**src/mpfPkg.sv**
```systemverilog
// Shared widths, scoreboard sizing, response type code and vector typedefs
package mpfPkg;

    // ==================================================================
    //  Bus widths
    // ==================================================================

    // Width of the read response data bus and of the write request data
    localparam int DataBits = 32;

    // Request and response headers share one width on both channels
    localparam int HdrBits = 16;

    // Metadata sits in the low bits of every header
    // The AFU owns it on requests and expects it back on responses
    localparam int MdataBits = 8;

    // ==================================================================
    //  Write scoreboard sizing
    // ==================================================================

    // Number of write requests that may be outstanding at the host
    localparam int ScoreboardEntries = 16;

    // Slot index width, which must cover ScoreboardEntries
    // The index replaces the metadata on its way to the host, so it
    // must also fit inside MdataBits
    localparam int IdxBits = 4;

    // Almost-full goes high when fewer than this many slots are free
    // The margin covers requests the AFU already has in flight when it
    // first sees almost-full
    localparam int AlmFullThreshold = 4;

    // ==================================================================
    //  Response encoding
    // ==================================================================

    // Type code of a write completion, placed just above the metadata
    // field in a response header
    localparam logic [3:0] WrLineRsp = 4'h1;

    // ==================================================================
    //  Vector types
    // ==================================================================

    typedef logic [DataBits-1:0]  dataT;
    typedef logic [HdrBits-1:0]   hdrT;
    typedef logic [MdataBits-1:0] mdataT;
    typedef logic [IdxBits-1:0]   idxT;

endpackage

```
**src/cciIf.sv**
```systemverilog
// Two-channel request and response interface with host and AFU modports
`timescale 1ns/1ps

interface cciIf;
    import mpfPkg::*;

    // Channel 0 requests, reads only
    hdrT  c0TxHdr;
    logic c0TxRdValid;

    // Channel 0 responses
    // Reads return data here, and write completions may arrive here too
    hdrT  c0RxHdr;
    dataT c0RxData;
    logic c0RxRdValid;
    logic c0RxWrValid;

    // Back-pressure for channel 0 requests
    logic c0TxAlmFull;

    // Channel 1 requests, writes only
    hdrT  c1TxHdr;
    dataT c1TxData;
    logic c1TxWrValid;

    // Channel 1 responses carry write completions only
    hdrT  c1RxHdr;
    logic c1RxWrValid;

    // Back-pressure for channel 1 requests
    logic c1TxAlmFull;

    // Seen from a block that sits in front of the host
    // It issues requests and takes responses and back-pressure
    modport toHost (
        output c0TxHdr, c0TxRdValid,
        output c1TxHdr, c1TxData, c1TxWrValid,
        input  c0RxHdr, c0RxData, c0RxRdValid, c0RxWrValid,
        input  c1RxHdr, c1RxWrValid,
        input  c0TxAlmFull, c1TxAlmFull
    );

    // Seen from a block that serves the AFU
    // It returns responses and back-pressure and takes requests
    modport toAfu (
        input  c0TxHdr, c0TxRdValid,
        input  c1TxHdr, c1TxData, c1TxWrValid,
        output c0RxHdr, c0RxData, c0RxRdValid, c0RxWrValid,
        output c1RxHdr, c1RxWrValid,
        output c0TxAlmFull, c1TxAlmFull
    );

endinterface

```
**src/mpfScoreboard.sv**
```systemverilog
// In-order write scoreboard with out-of-order completions on two channels
`timescale 1ns/1ps

module mpfScoreboard (
    input  logic         clk,
    input  logic         rstN,

    // Allocation side, one new write per cycle at most
    input  logic         enq,
    input  mpfPkg::mdataT enqMeta,
    output mpfPkg::idxT  enqIdx,
    output logic         almFull,

    // Completions from the host, one per channel per cycle
    input  logic         cplValid0,
    input  logic         cplValid1,
    input  mpfPkg::idxT  cplIdx0,
    input  mpfPkg::idxT  cplIdx1,

    // In-order release of the oldest slot
    output logic         headReady0,
    output logic         headReady1,
    output mpfPkg::mdataT headMeta,
    input  logic         deq
);
    import mpfPkg::*;

    // ==================================================================
    //  Storage
    // ==================================================================

    // Original AFU metadata of each slot, restored on the response
    mdataT metaMem [ScoreboardEntries];

    // A set bit means the host has answered the slot
    logic [ScoreboardEntries-1:0] doneVec;

    // Channel the completion arrived on, 1 for channel 1
    // Only meaningful while the matching done bit is set
    logic [ScoreboardEntries-1:0] chanVec;

    // Oldest outstanding slot and next slot to allocate
    idxT head;
    idxT tail;

    // Number of allocated slots, one bit wider so a full buffer is seen
    logic [IdxBits:0] count;
    logic [IdxBits:0] freeSlots;
    logic             empty;

    // ==================================================================
    //  Pointers, occupancy and done bits
    // ==================================================================

    always_ff @(posedge clk or negedge rstN)
    begin
        if (!rstN)
        begin
            head    <= '0;
            tail    <= '0;
            count   <= '0;
            doneVec <= '0;
        end
        else
        begin
            // Pointers wrap naturally since the depth is a power of two
            if (enq)
            begin
                tail <= tail + 1'b1;
            end
            if (deq)
            begin
                head <= head + 1'b1;
            end

            case ({enq, deq})
                2'b10:   count <= count + 1'b1;
                2'b01:   count <= count - 1'b1;
                default: count <= count;
            endcase

            // The released slot is free again from the next cycle
            if (deq)
            begin
                doneVec[head] <= 1'b0;
            end

            // The host names the slot by its index, in any order
            if (cplValid0)
            begin
                doneVec[cplIdx0] <= 1'b1;
            end
            if (cplValid1)
            begin
                doneVec[cplIdx1] <= 1'b1;
            end

            // A fresh allocation always starts out pending
            if (enq)
            begin
                doneVec[tail] <= 1'b0;
            end
        end
    end

    // ==================================================================
    //  Slot payload
    // ==================================================================

    always_ff @(posedge clk)
    begin
        if (enq)
        begin
            metaMem[tail] <= enqMeta;
        end

        // Remember where each answer came from so the AFU sees it there
        if (cplValid0)
        begin
            chanVec[cplIdx0] <= 1'b0;
        end
        if (cplValid1)
        begin
            chanVec[cplIdx1] <= 1'b1;
        end
    end

    // ==================================================================
    //  Outputs
    // ==================================================================

    assign enqIdx = tail;

    // Free slots against the reserve kept for requests still in flight
    assign freeSlots = (IdxBits+1)'(ScoreboardEntries) - count;
    assign almFull   = freeSlots < (IdxBits+1)'(AlmFullThreshold);

    assign empty = (count == '0);

    // Only the head may leave, and only on the channel it was answered on
    assign headReady0 = !empty && doneVec[head] && !chanVec[head];
    assign headReady1 = !empty && doneVec[head] && chanVec[head];
    assign headMeta   = metaMem[head];

endmodule

```
**src/mpfSortWriteRsp.sv**
```systemverilog
// Shim that returns write responses to the AFU in request order
`timescale 1ns/1ps

module mpfSortWriteRsp (
    input  logic clk,
    input  logic rstN,

    // Toward the host, where write answers come back unordered
    cciIf.toHost qlp,

    // Toward the AFU, which sees write answers in request order
    cciIf.toAfu  afu
);
    import mpfPkg::*;

    // ==================================================================
    //  Write scoreboard
    // ==================================================================

    idxT   sbEnqIdx;
    logic  sbAlmFull;
    logic  headReady0;
    logic  headReady1;
    mdataT headMeta;

    // Sorted write strobes toward the AFU
    logic wrValid0;
    logic wrValid1;
    logic wrDeq;

    // Response header for a released write
    hdrT wrRspHdr;

    // Metadata sits in the low header bits, and the host echoes the slot
    // index in the same place on its completions
    mpfScoreboard wrScoreboard (
        .clk,
        .rstN,
        .enq        (afu.c1TxWrValid),
        .enqMeta    (afu.c1TxHdr[MdataBits-1:0]),
        .enqIdx     (sbEnqIdx),
        .almFull    (sbAlmFull),
        .cplValid0  (qlp.c0RxWrValid),
        .cplValid1  (qlp.c1RxWrValid),
        .cplIdx0    (qlp.c0RxHdr[IdxBits-1:0]),
        .cplIdx1    (qlp.c1RxHdr[IdxBits-1:0]),
        .headReady0 (headReady0),
        .headReady1 (headReady1),
        .headMeta   (headMeta),
        .deq        (wrDeq)
    );

    // ==================================================================
    //  Back-pressure
    // ==================================================================

    // Both channels stop together so loads and stores keep their order
    // The scoreboard reserve absorbs writes issued before the AFU reacts
    assign afu.c0TxAlmFull = qlp.c0TxAlmFull || qlp.c1TxAlmFull || sbAlmFull;
    assign afu.c1TxAlmFull = qlp.c0TxAlmFull || qlp.c1TxAlmFull || sbAlmFull;

    // ==================================================================
    //  Channel 0, reads pass straight through
    // ==================================================================

    assign qlp.c0TxHdr     = afu.c0TxHdr;
    assign qlp.c0TxRdValid = afu.c0TxRdValid;

    assign afu.c0RxData    = qlp.c0RxData;
    assign afu.c0RxRdValid = qlp.c0RxRdValid;

    // A read response owns the channel, and the sorted write simply stays
    // at the head of the scoreboard until a free cycle comes along
    assign wrValid0 = headReady0 && !qlp.c0RxRdValid;
    assign afu.c0RxWrValid = wrValid0;
    assign afu.c0RxHdr = wrValid0 ? wrRspHdr : qlp.c0RxHdr;

    // ==================================================================
    //  Channel 1, writes carry the slot index to the host
    // ==================================================================

    // The original metadata waits in the scoreboard, so the index takes
    // its place and comes back on the completion
    assign qlp.c1TxHdr = afu.c1TxWrValid ?
                         {afu.c1TxHdr[HdrBits-1:MdataBits], mdataT'(sbEnqIdx)} :
                         afu.c1TxHdr;
    assign qlp.c1TxData    = afu.c1TxData;
    assign qlp.c1TxWrValid = afu.c1TxWrValid;

    assign wrValid1 = headReady1;
    assign afu.c1RxWrValid = wrValid1;
    assign afu.c1RxHdr = wrValid1 ? wrRspHdr : qlp.c1RxHdr;

    // ==================================================================
    //  Sorted response
    // ==================================================================

    // Type code above the restored metadata, zero above that
    assign wrRspHdr = hdrT'({WrLineRsp, headMeta});

    // At most one of the two is high, as the head has a single channel
    assign wrDeq = wrValid0 || wrValid1;

endmodule

```
**src/mpfTop.sv**
```systemverilog
// Top level that maps plain host and AFU ports onto the sorting shim
`timescale 1ns/1ps

module mpfTop (
    input  logic          clk,
    input  logic          rstN,

    // Host side, requests out and unordered responses in
    output mpfPkg::hdrT   hostC0TxHdr,
    output logic          hostC0TxRdValid,
    input  mpfPkg::hdrT   hostC0RxHdr,
    input  mpfPkg::dataT  hostC0RxData,
    input  logic          hostC0RxRdValid,
    input  logic          hostC0RxWrValid,
    input  logic          hostC0TxAlmFull,
    output mpfPkg::hdrT   hostC1TxHdr,
    output mpfPkg::dataT  hostC1TxData,
    output logic          hostC1TxWrValid,
    input  mpfPkg::hdrT   hostC1RxHdr,
    input  logic          hostC1RxWrValid,
    input  logic          hostC1TxAlmFull,

    // AFU side, requests in and ordered responses out
    input  mpfPkg::hdrT   afuC0TxHdr,
    input  logic          afuC0TxRdValid,
    output mpfPkg::hdrT   afuC0RxHdr,
    output mpfPkg::dataT  afuC0RxData,
    output logic          afuC0RxRdValid,
    output logic          afuC0RxWrValid,
    output logic          afuC0TxAlmFull,
    input  mpfPkg::hdrT   afuC1TxHdr,
    input  mpfPkg::dataT  afuC1TxData,
    input  logic          afuC1TxWrValid,
    output mpfPkg::hdrT   afuC1RxHdr,
    output logic          afuC1RxWrValid,
    output logic          afuC1TxAlmFull
);

    cciIf hostBus ();
    cciIf afuBus ();

    // ==================================================================
    //  Host bus
    // ==================================================================

    assign hostC0TxHdr     = hostBus.c0TxHdr;
    assign hostC0TxRdValid = hostBus.c0TxRdValid;
    assign hostC1TxHdr     = hostBus.c1TxHdr;
    assign hostC1TxData    = hostBus.c1TxData;
    assign hostC1TxWrValid = hostBus.c1TxWrValid;

    assign hostBus.c0RxHdr     = hostC0RxHdr;
    assign hostBus.c0RxData    = hostC0RxData;
    assign hostBus.c0RxRdValid = hostC0RxRdValid;
    assign hostBus.c0RxWrValid = hostC0RxWrValid;
    assign hostBus.c0TxAlmFull = hostC0TxAlmFull;
    assign hostBus.c1RxHdr     = hostC1RxHdr;
    assign hostBus.c1RxWrValid = hostC1RxWrValid;
    assign hostBus.c1TxAlmFull = hostC1TxAlmFull;

    // ==================================================================
    //  AFU bus
    // ==================================================================

    assign afuBus.c0TxHdr     = afuC0TxHdr;
    assign afuBus.c0TxRdValid = afuC0TxRdValid;
    assign afuBus.c1TxHdr     = afuC1TxHdr;
    assign afuBus.c1TxData    = afuC1TxData;
    assign afuBus.c1TxWrValid = afuC1TxWrValid;

    assign afuC0RxHdr     = afuBus.c0RxHdr;
    assign afuC0RxData    = afuBus.c0RxData;
    assign afuC0RxRdValid = afuBus.c0RxRdValid;
    assign afuC0RxWrValid = afuBus.c0RxWrValid;
    assign afuC0TxAlmFull = afuBus.c0TxAlmFull;
    assign afuC1RxHdr     = afuBus.c1RxHdr;
    assign afuC1RxWrValid = afuBus.c1RxWrValid;
    assign afuC1TxAlmFull = afuBus.c1TxAlmFull;

    // The shim faces the host through qlp and the AFU through afu
    mpfSortWriteRsp sortWriteRsp (
        .clk,
        .rstN,
        .qlp (hostBus.toHost),
        .afu (afuBus.toAfu)
    );

endmodule

```
**config.mk**
```make
export PLATFORM = sky130hd
export DESIGN_NAME = mpfTop
export DESIGN_NICKNAME = d
export VERILOG_FILES = /design/src/mpfPkg.sv /design/src/cciIf.sv /design/src/mpfScoreboard.sv /design/src/mpfSortWriteRsp.sv /design/src/mpfTop.sv
export SDC_FILE = /design/constraint.sdc
export NUM_CORES = 1
export LEC_CHECK = 0
export BUFFER_PORTS_ARGS = -buffer_cell sky130_fd_sc_hd__buf_4
export CORE_MARGIN = 5
export CORE_UTILIZATION = 56
export DETAILED_ROUTE_END_ITERATION = 10
export GPL_ROUTABILITY_DRIVEN = 0
export HOLD_SLACK_MARGIN = 0.05
export PLACE_DENSITY_LB_ADDON = 0.08
export REMOVE_ABC_BUFFERS = 1
export SYNTH_ARGS = -nofsm -noshare
export SYNTH_HDL_FRONTEND = slang
export SYNTH_SLANG_ARGS = --single-unit
```
**constraint.sdc**
```tcl
create_clock -name clk -period 5.8 [get_ports clk]
set_input_delay 1.45 -clock clk [delete_from_list [all_inputs] [get_ports clk]]
set_output_delay 1.45 -clock clk [all_outputs]
set_load 0.01 [all_outputs]
```
# After elaboration in Yosys (flattened, before gate mapping)
# Memories as Yosys holds them, arrays and structs flattened.
# Index checks and enable logic that the tools add are counted.
totals:
  ram_bits: 128
  register_bits: 45
  n_memories: 1
  out_inout_bits: 135
  input_bits: 137
memory_table:
  columns: ["memory", "words", "width", "read_ports", "rd_clocked_by_memory_dff", "write_ports", "line", "text"]
  rows:
  - ["sortWriteRsp.wrScoreboard.metaMem", 16, 8, 1, 0, 1, "mpfScoreboard.sv:33", "mdataT metaMem [ScoreboardEntries];"]
classes:
  n_eq_ne: 2
  n_lt_le_gt_ge: 9
  mux: 24
  n_bitwise: 9
  reduce_logical: 16
  add_sub_neg: 5
op_table:
  columns: ["cell", "count"]
  rows:
  - ["2-to-1 mux 16 bit", 8]
  - ["AND 16 bit", 3]
  - ["NOT 16 bit", 3]
  - ["bitwise OR 16 bit", 3]
  - ["less-than comparator 4 x 5 -> 1 bit, second input constant", 4]
  - ["demux 1 bit (select 4 bit)", 4]
  - ["greater-or-equal comparator 4 x 1 -> 1 bit, second input constant", 4]
  - ["one-hot mux 5 bit (2 select lines)", 1]
  - ["adder 4 x 1 -> 4 bit, second input constant", 2]
  - ["binary-select mux 1 bit (select 4 bit)", 2]
  - ["logical AND 1 bit", 8]
  - ["2-to-1 mux 1 bit", 8]
  - ["2-to-1 mux 8 bit", 1]
  - ["adder 5 x 1 -> 5 bit, second input constant", 1]
  - ["logical NOT 5 bit", 1]
  - ["less-than comparator 5 x 3 -> 1 bit, second input constant", 1]
  - ["subtractor 5 x 1 -> 5 bit, second input constant", 1]
  - ["subtractor 5 bit, first input constant", 1]
  - ["logical NOT 1 bit", 3]
  - ["logical OR 1 bit", 3]
  - ["equality test 2 x 1 -> 1 bit, second input constant", 1]
  - ["equality test 2 bit, second input constant", 1]
  - ["nonzero test 2 bit", 1]

# Longest topological paths before layout
# Gate-level depths: netlist (run 1).
logic_depth:
  word_depth: 13
  mapped_depth: 19

# By module
# From an unflattened synthesis (run 1), not the netlist that was laid out.
hier_totals:
  hier_cells: 597
  area_unflattened_um2: 8511.9
by_module_without_submodules:
  columns: ["module", "n_inst", "area_each_um2", "cells_each"]
  rows:
  - ["mpfScoreboard", 1, 7357.1, 456]
  - ["mpfSortWriteRsp", 1, 1154.9, 141]

# Worst setup path before layout (run 1)
# OpenSTA, ideal clock, no wires.
synth_path:
  kind: "input port to output port"
  startpoint: "input hostC0RxRdValid"
  endpoint: "output afuC0RxHdr[7]"
  path_slack_ns: 2.001
  t_arrival_ns: 2.349
  stages: 3
  path_cell_list: "nor3_4 -> buf_4 -> mux2_2"
synth_via:
  elab_chain_len: 3
synth_rtl:
  columns: ["item", "line", "text"]
  rows:
  - ["from (decl)", "mpfTop.sv:13", "input logic hostC0RxRdValid,"]
  - ["logical NOT 1 bit", "mpfSortWriteRsp.sv:74", "assign wrValid0 = headReady0 && !qlp.c0RxRdValid;"]
  - ["logical AND 1 bit", "mpfSortWriteRsp.sv:74", null]
  - ["named net afuC0RxWrValid", "mpfTop.sv:29", "output logic afuC0RxWrValid,"]
  - ["2-to-1 mux 16 bit", "mpfSortWriteRsp.sv:76", "assign afu.c0RxHdr = wrValid0 ? wrRspHdr : qlp.c0RxHdr;"]
  - ["to (decl)", "mpfTop.sv:26", "output mpfPkg::hdrT afuC0RxHdr,"]
# The timed path passes the listed nets, and every way through them passes these cells.

# Final worst setup path (run 1)
layout_path:
  startpoint: "register sortWriteRsp.wrScoreboard.head[3]"
  endpoint: "output afuC1RxHdr[4]"
layout_via:
  elab_chain_len: 5
layout_rtl:
  columns: ["item", "line", "text"]
  rows:
  - ["from (decl)", "mpfScoreboard.sv:43", "idxT head;"]
  - ["from (signal assigned)", "mpfScoreboard.sv:73", "head <= head + 1'b1;"]
  - ["binary-select mux 1 bit (select 4 bit)", "mpfScoreboard.sv:142", "assign headReady1 = !empty && doneVec[head] && chanVec[head];"]
  - ["2-to-1 mux 1 bit (not written as such)", "mpfScoreboard.sv:142", null]
  - ["logical AND 1 bit (2 in series)", "mpfScoreboard.sv:142", null]
  - ["2-to-1 mux 16 bit *", "mpfSortWriteRsp.sv:92", "assign afu.c1RxHdr = wrValid1 ? wrRspHdr : qlp.c1RxHdr;"]
  - ["to (decl)", "mpfTop.sv:34", "output mpfPkg::hdrT afuC1RxHdr,"]
# Every way passes the cells marked *; elsewhere a longest branch is shown, timed or not. The select of a mux whose other input is x is not followed.

==> reports/metrics.csv, run 1 <==
stage,metric,value,unit
die,boundaryPins,272,
synth,ys_seq_area_frac,0.568,
power_and_ir_drop,peakVddDrop,0.000290,V
place,hpwl,23500,um
route,drc,0,
run_status,outcome,"complete, no violations",
job,maxCapViolCount,0,
setup_path,cp.depth,9,
die,fp.dieH,134,um
grt,grt_use_total,0.348,
power_and_ir_drop,p_leak,3.44,nW
synth,ys_ff_latch,173,
cts,cts_root_buffer,clkbuf_16,
timing,holdWs,0.445,ns
layout,drive_gt1_frac,0.334,
cts,path_clk_slew,0.07,ns
layout,fillCellCount,1158,
route,finalWirelength,31000,um
layout,seq_area,4890,um2
setup_path,cp_common_cell,buf_4,
synth,yosys_warnings,0,
setup_path,required,4.35,ns
setup_path,max_stage_delay,0.85,ns
setup_path,reg2reg_depth,15,
route,first_pass_iters,7,
route,drtIter0Drc,672,
cts,insertion_delay,0.43,ns
cts,holdBufCountCts,0,
layout,syn_to_final_growth,8.39,%
timing,tns,0,ns
setup_path,end_kind,output port,
die,die-area,17900,um2
power_and_ir_drop,power_density,529,nW/um2
die,num_rows,45,
cts,cts_max_path_buffers,2,
layout,layout.nets,775,
cts,clock_sinks,173,
synth,yosysTopAreaCell,edfxtp_1,
place,io_buffers,93,
synth,synth_common_cells,"edfxtp_1, buf_4, nand2_1, mux4_2, dfrtp_1",
synth,async_flop_share,0.168,
timing,fin_skew,0.00837,ns
grt,antenna_found_initial,0,
synth,syn_area_per_cell,13.7,um2
worst_hold_path,whs_path_depth,2,
timing,slew_headroom,0.169,
setup_path,crit_type,register to output port,
synth,netlist-cell-type-count,51,
route,final_antenna_net_count,0,
setup_path,path_buf_inv,3,
setup_path,worstPathArrival,3.67,ns
worst_hold_path,hp-class,register to register,
setup_path,crit_family,multiplexers,
grt,grt-ovfl-total,0,
place,preCtsSetupSlack,1.20,ns
synth,ys.flop_type,edfxtp_1,
die,core_area,15100,um2
synth,synth_edf_count,128,
die,die_w,134,um
cts,cts_setup_buffers,0,
place,dpl_cell_area,8760,um2
timing,final_max_slew_viol_count,0,
layout,multi_input_area,2830,um2
timing,fin_ws,0.682,ns
timing,layout_min_cycle_time,5.12,ns
power_and_ir_drop,power,4.93,mW
setup_path,start_kind,register,
die,initial_core_util,0.568,
cts,cts_buffers,17,
grt,grt_pass1_wl,41800,um
layout,fin_area,9330,um2
cts,cts_tree,built,
timing,setup_viol,0,
route,routed-via-count,5449,
layout,diodes,0,
route,routed_via_density,6.60,
synth,synth_top_area_share,0.447,
synth,synth.most_common_cell,edfxtp_1,
synth,yosys-top-cells-area,"edfxtp_1, mux4_2, buf_4",
synth,synth_cells,627,
grt,first_global_vias,5097,
setup_path,path_cells,buf_4 -> mux2i_1 -> mux4_2 -> and2_1 -> a21oi_2 -> nor2b_1 -> buf_4 -> mux2_2 -> buf_4,
timing,fmax,0.195,GHz
timing,worst_slew_pin_slew,1.24,ns
timing,rsz0062_at_grt,no,
synth,syn_area,8600,um2
cts,ctsResizeCount,0,
setup_path,crit_fanout,19,
cts,cts_max_level,4,
route,wl_per_cell,37.5,um
timing,fin_crit_sh,0.882,
grt,grt_max_degree,30,
timing,hold_violations,0,
setup_path,cp_slowest_cell,dfrtp_1,
-- sequential cells by signal, summed over array words and instances, names as in the netlist --
name / cells
sortWriteRsp.wrScoreboard.count: 5
sortWriteRsp.wrScoreboard.doneVec: 16
sortWriteRsp.wrScoreboard.enqIdx: 4
sortWriteRsp.wrScoreboard.chanVec: 16
sortWriteRsp.wrScoreboard.head: 4
sortWriteRsp.wrScoreboard.metaMem: 128
-- kinds of logic (layout without fill, tap and decap cells) --
family | count (synthesis) | in the layout | share of synthesized area
AOI/OAI and AO/OA | 67 | 67 | 0.0547
xor gates and xnor gates | 11 | 11 | 0.0112
adders and majority gates | 12 | 12 | 0.0174
buffers and inverters | 131 | 142 | 0.103
DFF | 173 | 173 | 0.568
muxes | 76 | 76 | 0.154
and+or+nand+nor | 157 | 157 | 0.0916
-- report_power, final --
part	switching (mW)	internal (mW)	total [mW]	leakage [nW]
registers	0.245	1.56	1.81	1.63
clock network	0.480	0.633	1.11	0.274
logic	1.03	0.986	2.01	1.53
total	1.75	3.18	4.93	3.44
-- area by class of cell --
type,count,area share
Clock inverter,14,0.0153
Multi-Input combinational cell,323,0.304
Inverter,9,0.00362
Clock buffer,17,0.0456
Sequential cell,173,0.525
Timing Repair Buffer,102,0.0821
Tap cell,188,0.0252
-- per-layer routing --
| metal | wire length [um] | global-route usage | vias up |
|---|---|---|---|
| li1 | - | - | 2219 |
| met1 | 10400 | 0.384 | 2688 |
| met2 | 12800 | 0.481 | 465 |
| met3 | 6100 | 0.278 | 71 |
| met4 | 1520 | 0.157 | 6 |
| met5 | 207 | 0.0889 | - |
-- cells in the final DEF, fill, tap and decap left out, types with 11 or more instances in the layout --
cell type / count
edfxtp_1: 128
buf_4: 102
nand2_1: 53
mux4_2: 43
nor2b_1: 27
dfrtp_1: 27
nor2_1: 25
mux2_2: 21
a21oi_1: 17
o31ai_1: 17
clkbuf_16: 17
dfxtp_1: 16
ha_1: 12
mux2i_1: 11
nand3_1: 11
or2_2: 11
-- per-stage QoR --
step	cells	utilization
floorplan	505	-
global placement	795	0.578
detailed placement	795	0.578
CTS	826	0.616
global route	826	0.616
finish	826	0.616
-- worst register-to-register path, stage by stage, from the launching register on --
cell      delay (ns)
dfrtp_1         0.85
buf_4           0.37
mux2i_1         0.11
mux4_2          0.46
and2_1          0.19
a21o_1          0.44
nor2_2          0.33
ha_1            0.36
xor2_1          0.17
ha_1            0.22
nor4bb_1        0.30
a21oi_1         0.07
nor2_1          0.09
a41oi_1         0.05
nor2_1          0.14
xnor2_1         0.13
-- final timing paths --
check	startpoint	to	slack, ns
setup / recovery	sortWriteRsp.wrScoreboard.head[3]$_DFFE_PN0N_	afuC1RxHdr[4]	0.68
hold / removal	sortWriteRsp.wrScoreboard.chanVec[14]$_DFF_P_	sortWriteRsp.wrScoreboard.chanVec[14]$_DFF_P_	0.45
setup reg to reg	sortWriteRsp.wrScoreboard.head[3]$_DFFE_PN0N_	sortWriteRsp.wrScoreboard.count[4]$_DFFE_PN0P_	1.44
hold reg to reg	sortWriteRsp.wrScoreboard.chanVec[14]$_DFF_P_	sortWriteRsp.wrScoreboard.chanVec[14]$_DFF_P_	0.45
max in group asynchronous	rstN	sortWriteRsp.wrScoreboard.head[1]$_DFFE_PN0N_	4.51
min in group asynchronous	rstN	sortWriteRsp.wrScoreboard.doneVec[4]$_DFF_PN0_	0.96
Power figures use the tool's default switching activity.
==> run 2, diff against run 1 <==
==> constraint.sdc (replaced) <==
create_clock -name clk -period 5.8 [get_ports clk]
set_input_delay 0 -clock clk [delete_from_list [all_inputs] [get_ports clk]]
set_output_delay 0 -clock clk [all_outputs]
set_load 0.01 [all_outputs]
==> run 2 against run 1 <==
Against the previous run:
- core utilization grew 7.9 points
- largest power group unchanged
- hold slack lost 0.39 ns
- via count up 17%
- critical endpoint is now sortWriteRsp.wrScoreboard.count[4]$_DFFE_PN0P_
- highest routed layer unchanged
==> reports/metrics.csv, run 2 (same netlist as run 1, synthesis figures left out) <==
stage,metric,value,unit
place,hpwl,23900,um
timing,fin_ws,1.47,ns
power_and_ir_drop,p_int,3.25,mW
timing,final_max_slew_viol_count,0,
cts,path_clk_slew,0.07,ns
layout,syn_to_final_growth,22.4,%
layout,max_flop_register,sortWriteRsp.wrScoreboard.metaMem,
timing,setup_viol,0,
cts,ctsResizeCount,0,
power_and_ir_drop,p_sw,1.89,mW
die,die_w,134,um
cts,cts_root_buffer,clkbuf_16,
setup_path,end_kind,register,
die,die-area,17900,um2
power_and_ir_drop,power_density,488,nW/um2
setup_path,path_buf_inv,1,
grt,grt_use_total,0.373,
place,dpl_cell_area,8770,um2
layout,drive_gt1_frac,0.289,
power_and_ir_drop,pwr-share-clk,0.230,
power_and_ir_drop,share_seq_of_total_power,0.349,
route,drc,0,
die,fp.dieH,134,um
timing,rsz0062_at_grt,no,
setup_path,crit_family,compound AO/OA/AOI/OAI gates,
setup_path,worstPathArrival,4.68,ns
place,preCtsSetupSlack,1.63,ns
place,io_buffers,93,
cts,insertion_delay,0.44,ns
cts,cts_buffers,17,
layout,layout.nets,886,
setup_path,crit_fanout,25,
layout,reg.largest.list,"sortWriteRsp.wrScoreboard.metaMem: 128 flops, sortWriteRsp.wrScoreboard.chanVec: 16 flops, sortWriteRsp.wrScoreboard.doneVec: 16 flops",
setup_path,rrSetupSlack,1.47,ns
layout,fillCellCount,1048,
route,first_pass_iters,5,
cts,clock_sinks,173,
timing,fin_crit_sh,0.746,
timing,slew_headroom,0.172,
layout,fin_area,10500,um2
die,boundaryPins,272,
job,maxCapViolCount,0,
die,initial_core_util,0.568,
worst_hold_path,hp-class,primary input to asynchronous set/reset pin,
route,wl_per_cell,34.8,um
grt,grt_pass1_wl,45900,um
setup_path,cp_slowest_cell,dfrtp_2,
route,drtIter0Drc,1080,
setup_path,path_cells,buf_4 -> nor2b_1 -> a2111oi_0 -> a31oi_1 -> a31oi_4 -> nor2_2 -> ha_1 -> xor2_1 -> ha_1 -> nor4bb_1 -> a21oi_1 -> nor2_1 -> a41oi_1 -> nor2_1 -> xnor2_1,
cts,cts_max_level,4,
die,num_rows,45,
power_and_ir_drop,switching_share,0.367,
setup_path,crit_type,register to register,
layout,seq_area,4890,um2
timing,hold_violations,0,
timing,worst_slew_pin_slew,1.24,ns
die,core_area,15100,um2
layout,mostFrequentLayoutCell,edfxtp_1,
cts,cts_tree,built,
grt,grt-ovfl-total,0,
timing,fin_skew,0.00485,ns
grt,antenna_found_initial,24,
timing,tns,0,ns
layout,largest_reg_flops,128,
layout,mostFrequentLayoutCells,"edfxtp_1, dlygate4sd3_1, buf_4, nand2_1, mux4_2",
layout,multi_input_area,2830,um2
timing,layout_min_cycle_time,4.33,ns
route,routed-via-count,6372,
grt,grt_max_degree,30,
route,finalWirelength,33500,um
grt,first_global_vias,5813,
setup_path,max_stage_delay,0.79,ns
power_and_ir_drop,peakVddDrop,0.000250,V
power_and_ir_drop,p_leak,3.92,nW
cts,cts_max_path_buffers,2,
route,final_antenna_net_count,0,
setup_path,start_kind,register,
run_status,outcome,"complete, no violations",
setup_path,required,6.15,ns
route,routed_via_density,6.63,
power_and_ir_drop,combPwrFrac,0.421,
timing,holdWs,0.0602,ns
timing,fmax,0.231,GHz
run 2: cell count changes in the layout (fill, tap and decap cells not counted), moves of 2 or more:
cell,change
clkinv_1,-3
inv_8,+2
diode_2,+23
inv_6,+2
dlygate4sd3_1,+110
run 2: through the flow:
step | power, mW | std cells | util
2_1_floorplan | 3.11 | 505 | -
3_3_place_gp | 3.78 | 796 | 0.579
3_5_place_dp | 3.83 | 796 | 0.579
4_1_cts | 5.09 | 938 | 0.691
5_1_grt | 5.35 | 950 | 0.693
6_report | 5.14 | 961 | 0.695
run 2: what timing repair did:
item,in CTS,in global routing
buffers inserted,0,0
hold endpoints to repair,267,0
hold buffers,110,0
run 2: final timing paths:
path                                                          startpoint                                             end  depth (start not counted)
setup / recovery           sortWriteRsp.wrScoreboard.head[1]$_DFFE_PN0N_  sortWriteRsp.wrScoreboard.count[4]$_DFFE_PN0P_                         15
hold / removal                                                      rstN   sortWriteRsp.wrScoreboard.head[3]$_DFFE_PN0N_                          2
setup reg to reg           sortWriteRsp.wrScoreboard.head[1]$_DFFE_PN0N_  sortWriteRsp.wrScoreboard.count[4]$_DFFE_PN0P_                         15
hold reg to reg            sortWriteRsp.wrScoreboard.chanVec[13]$_DFF_P_   sortWriteRsp.wrScoreboard.chanVec[13]$_DFF_P_                          2
max in group asynchronous                                           rstN   sortWriteRsp.wrScoreboard.head[0]$_DFFE_PN0N_                          2
min in group clk                                         hostC1RxWrValid    sortWriteRsp.wrScoreboard.chanVec[6]$_DFF_P_                          4
run 2: cell type report:
type / count / area share
timing repair buffer: 213 / 0.178
sequential: 173 / 0.465
clock buffer: 18 / 0.0408
clock inverter: 14 / 0.0166
tap: 188 / 0.0223
antenna: 23 / 0.00547
multi-input combinational: 323 / 0.269
inverter: 9 / 0.00321
run 2: metal layers:
metal / routed length (um) / global-route usage / part of all wire
met5: 76 / 0 / 0.0023
met3: 5120 / 0.176 / 0.15
met4: 1620 / 0.185 / 0.049
met2: 14700 / 0.541 / 0.44
met1: 11900 / 0.474 / 0.36
run 2: worst register-to-register path, cell delays in order (launching register included):
cell and delay, ns:
dfrtp_2 0.79, buf_4 0.47, nor2b_1 0.11, a2111oi_0 0.37, a31oi_1 0.14, a31oi_4 0.63
nor2_2 0.17, ha_1 0.32, xor2_1 0.20, ha_1 0.23, nor4bb_1 0.33, a21oi_1 0.07
nor2_1 0.09, a41oi_1 0.05, nor2_1 0.14, xnor2_1 0.13
run 2: power by group through the flow:
stage                     registers [mW]  clock network, mW  logic [mW]
after floorplan                     1.82                  0        1.29
after global placement              1.80                  0        1.98
after detailed placement            1.81                  0        2.02
after CTS                           1.78               1.17        2.13
after global routing                1.81               1.24        2.30
final                               1.79               1.18        2.16
==> run 3, diff against run 2 <==
Settings changed: CORE_UTILIZATION 56 to 52.
Clock period 5.8 ns to 4.05 ns, I/O delays scaled along.
==> run 3 against run 2 <==
Against the previous run:
- die area grew 7.1%
- critical endpoint unchanged
- first-iteration DRC count shrank 3.6%
- final area increased by 1.7%
==> reports/metrics.csv, run 3 (same netlist as run 1, synthesis figures left out) <==
stage,metric,value,unit
die,num_rows,47,
setup_path,crit_type,register to register,
route,first_pass_iters,5,
cts,cts_max_level,4,
power_and_ir_drop,share_seq_of_total_power,0.342,
grt,grt_pass1_wl,45900,um
setup_path,max_stage_delay,0.79,ns
setup_path,worstPathArrival,4.14,ns
route,wl_per_cell,33.0,um
layout,mostFrequentLayoutCell,edfxtp_1,
die,die-area,19200,um2
place,preCtsSetupSlack,0.274,ns
power_and_ir_drop,combPwrFrac,0.423,
setup_path,path_cells,buf_4 -> mux4_2 -> mux2i_1 -> and3_1 -> a21o_1 -> nor2_2 -> ha_1 -> xor2_1 -> ha_1 -> nor4bb_1 -> a21oi_1 -> nor2_1 -> a41oi_1 -> nor2_1 -> xnor2_1,
route,routed_via_density,6.24,
timing,fmax,0.264,GHz
cts,cts_max_path_buffers,2,
cts,cts_tree,built,
power_and_ir_drop,power_density,699,nW/um2
worst_hold_path,whs_endpoint,sortWriteRsp.wrScoreboard.chanVec[11]$_DFF_P_,
layout,instances_no_fill,1016,
setup_path,required,4.40,ns
cts,clock_sinks,173,
die,initial_core_util,0.524,
setup_path,r2r-end,sortWriteRsp.wrScoreboard.count[4]$_DFFE_PN0P_,
layout,largest_reg_flops,128,
grt,antenna_found_initial,37,
timing,hold_violations,0,
timing,fin_skew,0.00963,ns
timing,setup_viol,0,
worst_hold_path,hp-class,primary input to register,
route,final_antenna_net_count,0,
setup_path,rr_startpoint,sortWriteRsp.wrScoreboard.head[3]$_DFFE_PN0N_,
grt,first_global_vias,5797,
setup_path,reg2reg_depth,15,
place,hpwl,23300,um
power_and_ir_drop,peakVddDrop,0.000368,V
route,routed-via-count,6343,
place,io_buffers,93,
grt,grt-ovfl-total,0,
power_and_ir_drop,p_leak,3.98,nW
timing,worst_slew_pin_slew,1.31,ns
run_status,outcome,"complete, no violations",
setup_path,rrSetupSlack,0.27,ns
die,die_w,139,um
cts,insertion_delay,0.44,ns
power_and_ir_drop,pwr-share-clk,0.234,
layout,fin_util,0.653,
die,fp.dieH,139,um
layout,reg.largest.list,"sortWriteRsp.wrScoreboard.metaMem: 128 flops, sortWriteRsp.wrScoreboard.chanVec: 16 flops, sortWriteRsp.wrScoreboard.doneVec: 16 flops",
job,maxCapViolCount,0,
timing,rsz0062_at_grt,no,
setup_path,cp_slowest_cell,dfrtp_1,
place,dp_cells,832,
layout,mostFrequentLayoutCells,"edfxtp_1, dlygate4sd3_1, buf_4, nand2_1, mux4_2",
cts,cts_setup_buffers,0,
power_and_ir_drop,p_sw,2.74,mW
timing,final_max_slew_viol_count,0,
grt,grt_max_degree,31,
cts,cts_buffers,17,
cts,path_clk_slew,0.07,ns
layout,drive_gt1_frac,0.294,
timing,fin_crit_sh,0.934,
timing,slew_headroom,0.126,
power_and_ir_drop,switching_share,0.366,
timing,layout_min_cycle_time,3.78,ns
cts,cts_root_buffer,clkbuf_16,
grt,grt_use_total,0.338,
setup_path,crit_fanout,17,
route,finalWirelength,33500,um
die,core_area,16400,um2
worst_hold_path,hp-start,hostC1RxWrValid,
layout,syn_to_final_growth,24.5,%
die,boundaryPins,272,
layout,fillCellCount,1146,
layout,layout.nets,895,
layout,max_flop_register,sortWriteRsp.wrScoreboard.metaMem,
setup_path,start_kind,register,
timing,fin_ws,0.267,ns
worst_hold_path,whs_path_depth,4,
route,drtIter0Drc,1041,
power_and_ir_drop,p_int,4.75,mW
setup_path,end_kind,register,
route,drc,0,
run 3: worst max-delay path by stage:
| stage | from | cells after the start | end |
|---|---|---|---|
| CTS | sortWriteRsp.wrScoreboard.count[2]$_DFFE_PN0P_ | 16 | sortWriteRsp.wrScoreboard.count[4]$_DFFE_PN0P_ |
| global route | sortWriteRsp.wrScoreboard.head[3]$_DFFE_PN0N_ | 15 | sortWriteRsp.wrScoreboard.count[4]$_DFFE_PN0P_ |
| finish | sortWriteRsp.wrScoreboard.head[3]$_DFFE_PN0N_ | 15 | sortWriteRsp.wrScoreboard.count[4]$_DFFE_PN0P_ |
| global placement | sortWriteRsp.wrScoreboard.head[1]$_DFFE_PN0N_ | 14 | sortWriteRsp.wrScoreboard.count[4]$_DFFE_PN0P_ |
| detailed placement | sortWriteRsp.wrScoreboard.count[2]$_DFFE_PN0P_ | 16 | sortWriteRsp.wrScoreboard.count[4]$_DFFE_PN0P_ |
| floorplan | sortWriteRsp.wrScoreboard.head[0]$_DFFE_PN0N_ | 14 | sortWriteRsp.wrScoreboard.count[4]$_DFFE_PN0P_ |
run 3: critical path, delay by kind of cell, from the launching register on:
kind,cells,cell delay [ns]
DFF,1,0.79
and+or+nand+nor,5,0.82
adders and majority gates,2,0.54
xor gates and xnor gates,2,0.31
muxes,2,0.60
AOI/OAI and AO/OA,3,0.25
buffers and inverters,1,0.37
run 3: metrics by stage:
step                area [um2]  setup TNS (ns)  hold WS (ns)  power [mW]
finish                   10700               0        0.0599        7.49
global route             10700               0        0.0675        7.82
CTS                      10600               0        0.0500        7.40
detailed placement        8840               0       -0.0377        5.51
global placement          8840               0       -0.0459        5.46
floorplan                 7750          -0.113        -0.296        4.45
run 3: per-layer routing:
metal | wire length, um | global-route usage | vias to the layer above
li1 | - | - | 2508
met1 | 12400 | 0.447 | 3167
met2 | 15100 | 0.493 | 574
met3 | 4930 | 0.175 | 76
met4 | 992 | 0.0999 | 18
met5 | 108 | 0 | -
run 3: final cells by class:
cell class	count	area, um2	area share
clock buffers	17	425	0.0397
diodes	37	92.6	0.00864
clock inverters	15	199	0.0186
flip-flops and latches	173	4890	0.457
inverters	9	33.8	0.00315
multi-input cells	324	2850	0.266
repair buffers	221	1940	0.181
well taps	220	275	0.0257
run 3: power by group through the flow:
stage	Sequential [mW]	Clock [mW]	Combinational (mW)
global placement	2.56	0	2.90
CTS	2.54	1.75	3.10
detailed placement	2.57	0	2.94
floorplan	2.60	0	1.85
finish	2.56	1.75	3.17
global route	2.60	1.83	3.39
run 3: repair_timing:
action,4_1_cts,5_1_grt
hold buffers,114,0
hold endpoints to repair,271,0
resized for setup,0,1
setup endpoints to repair,0,1
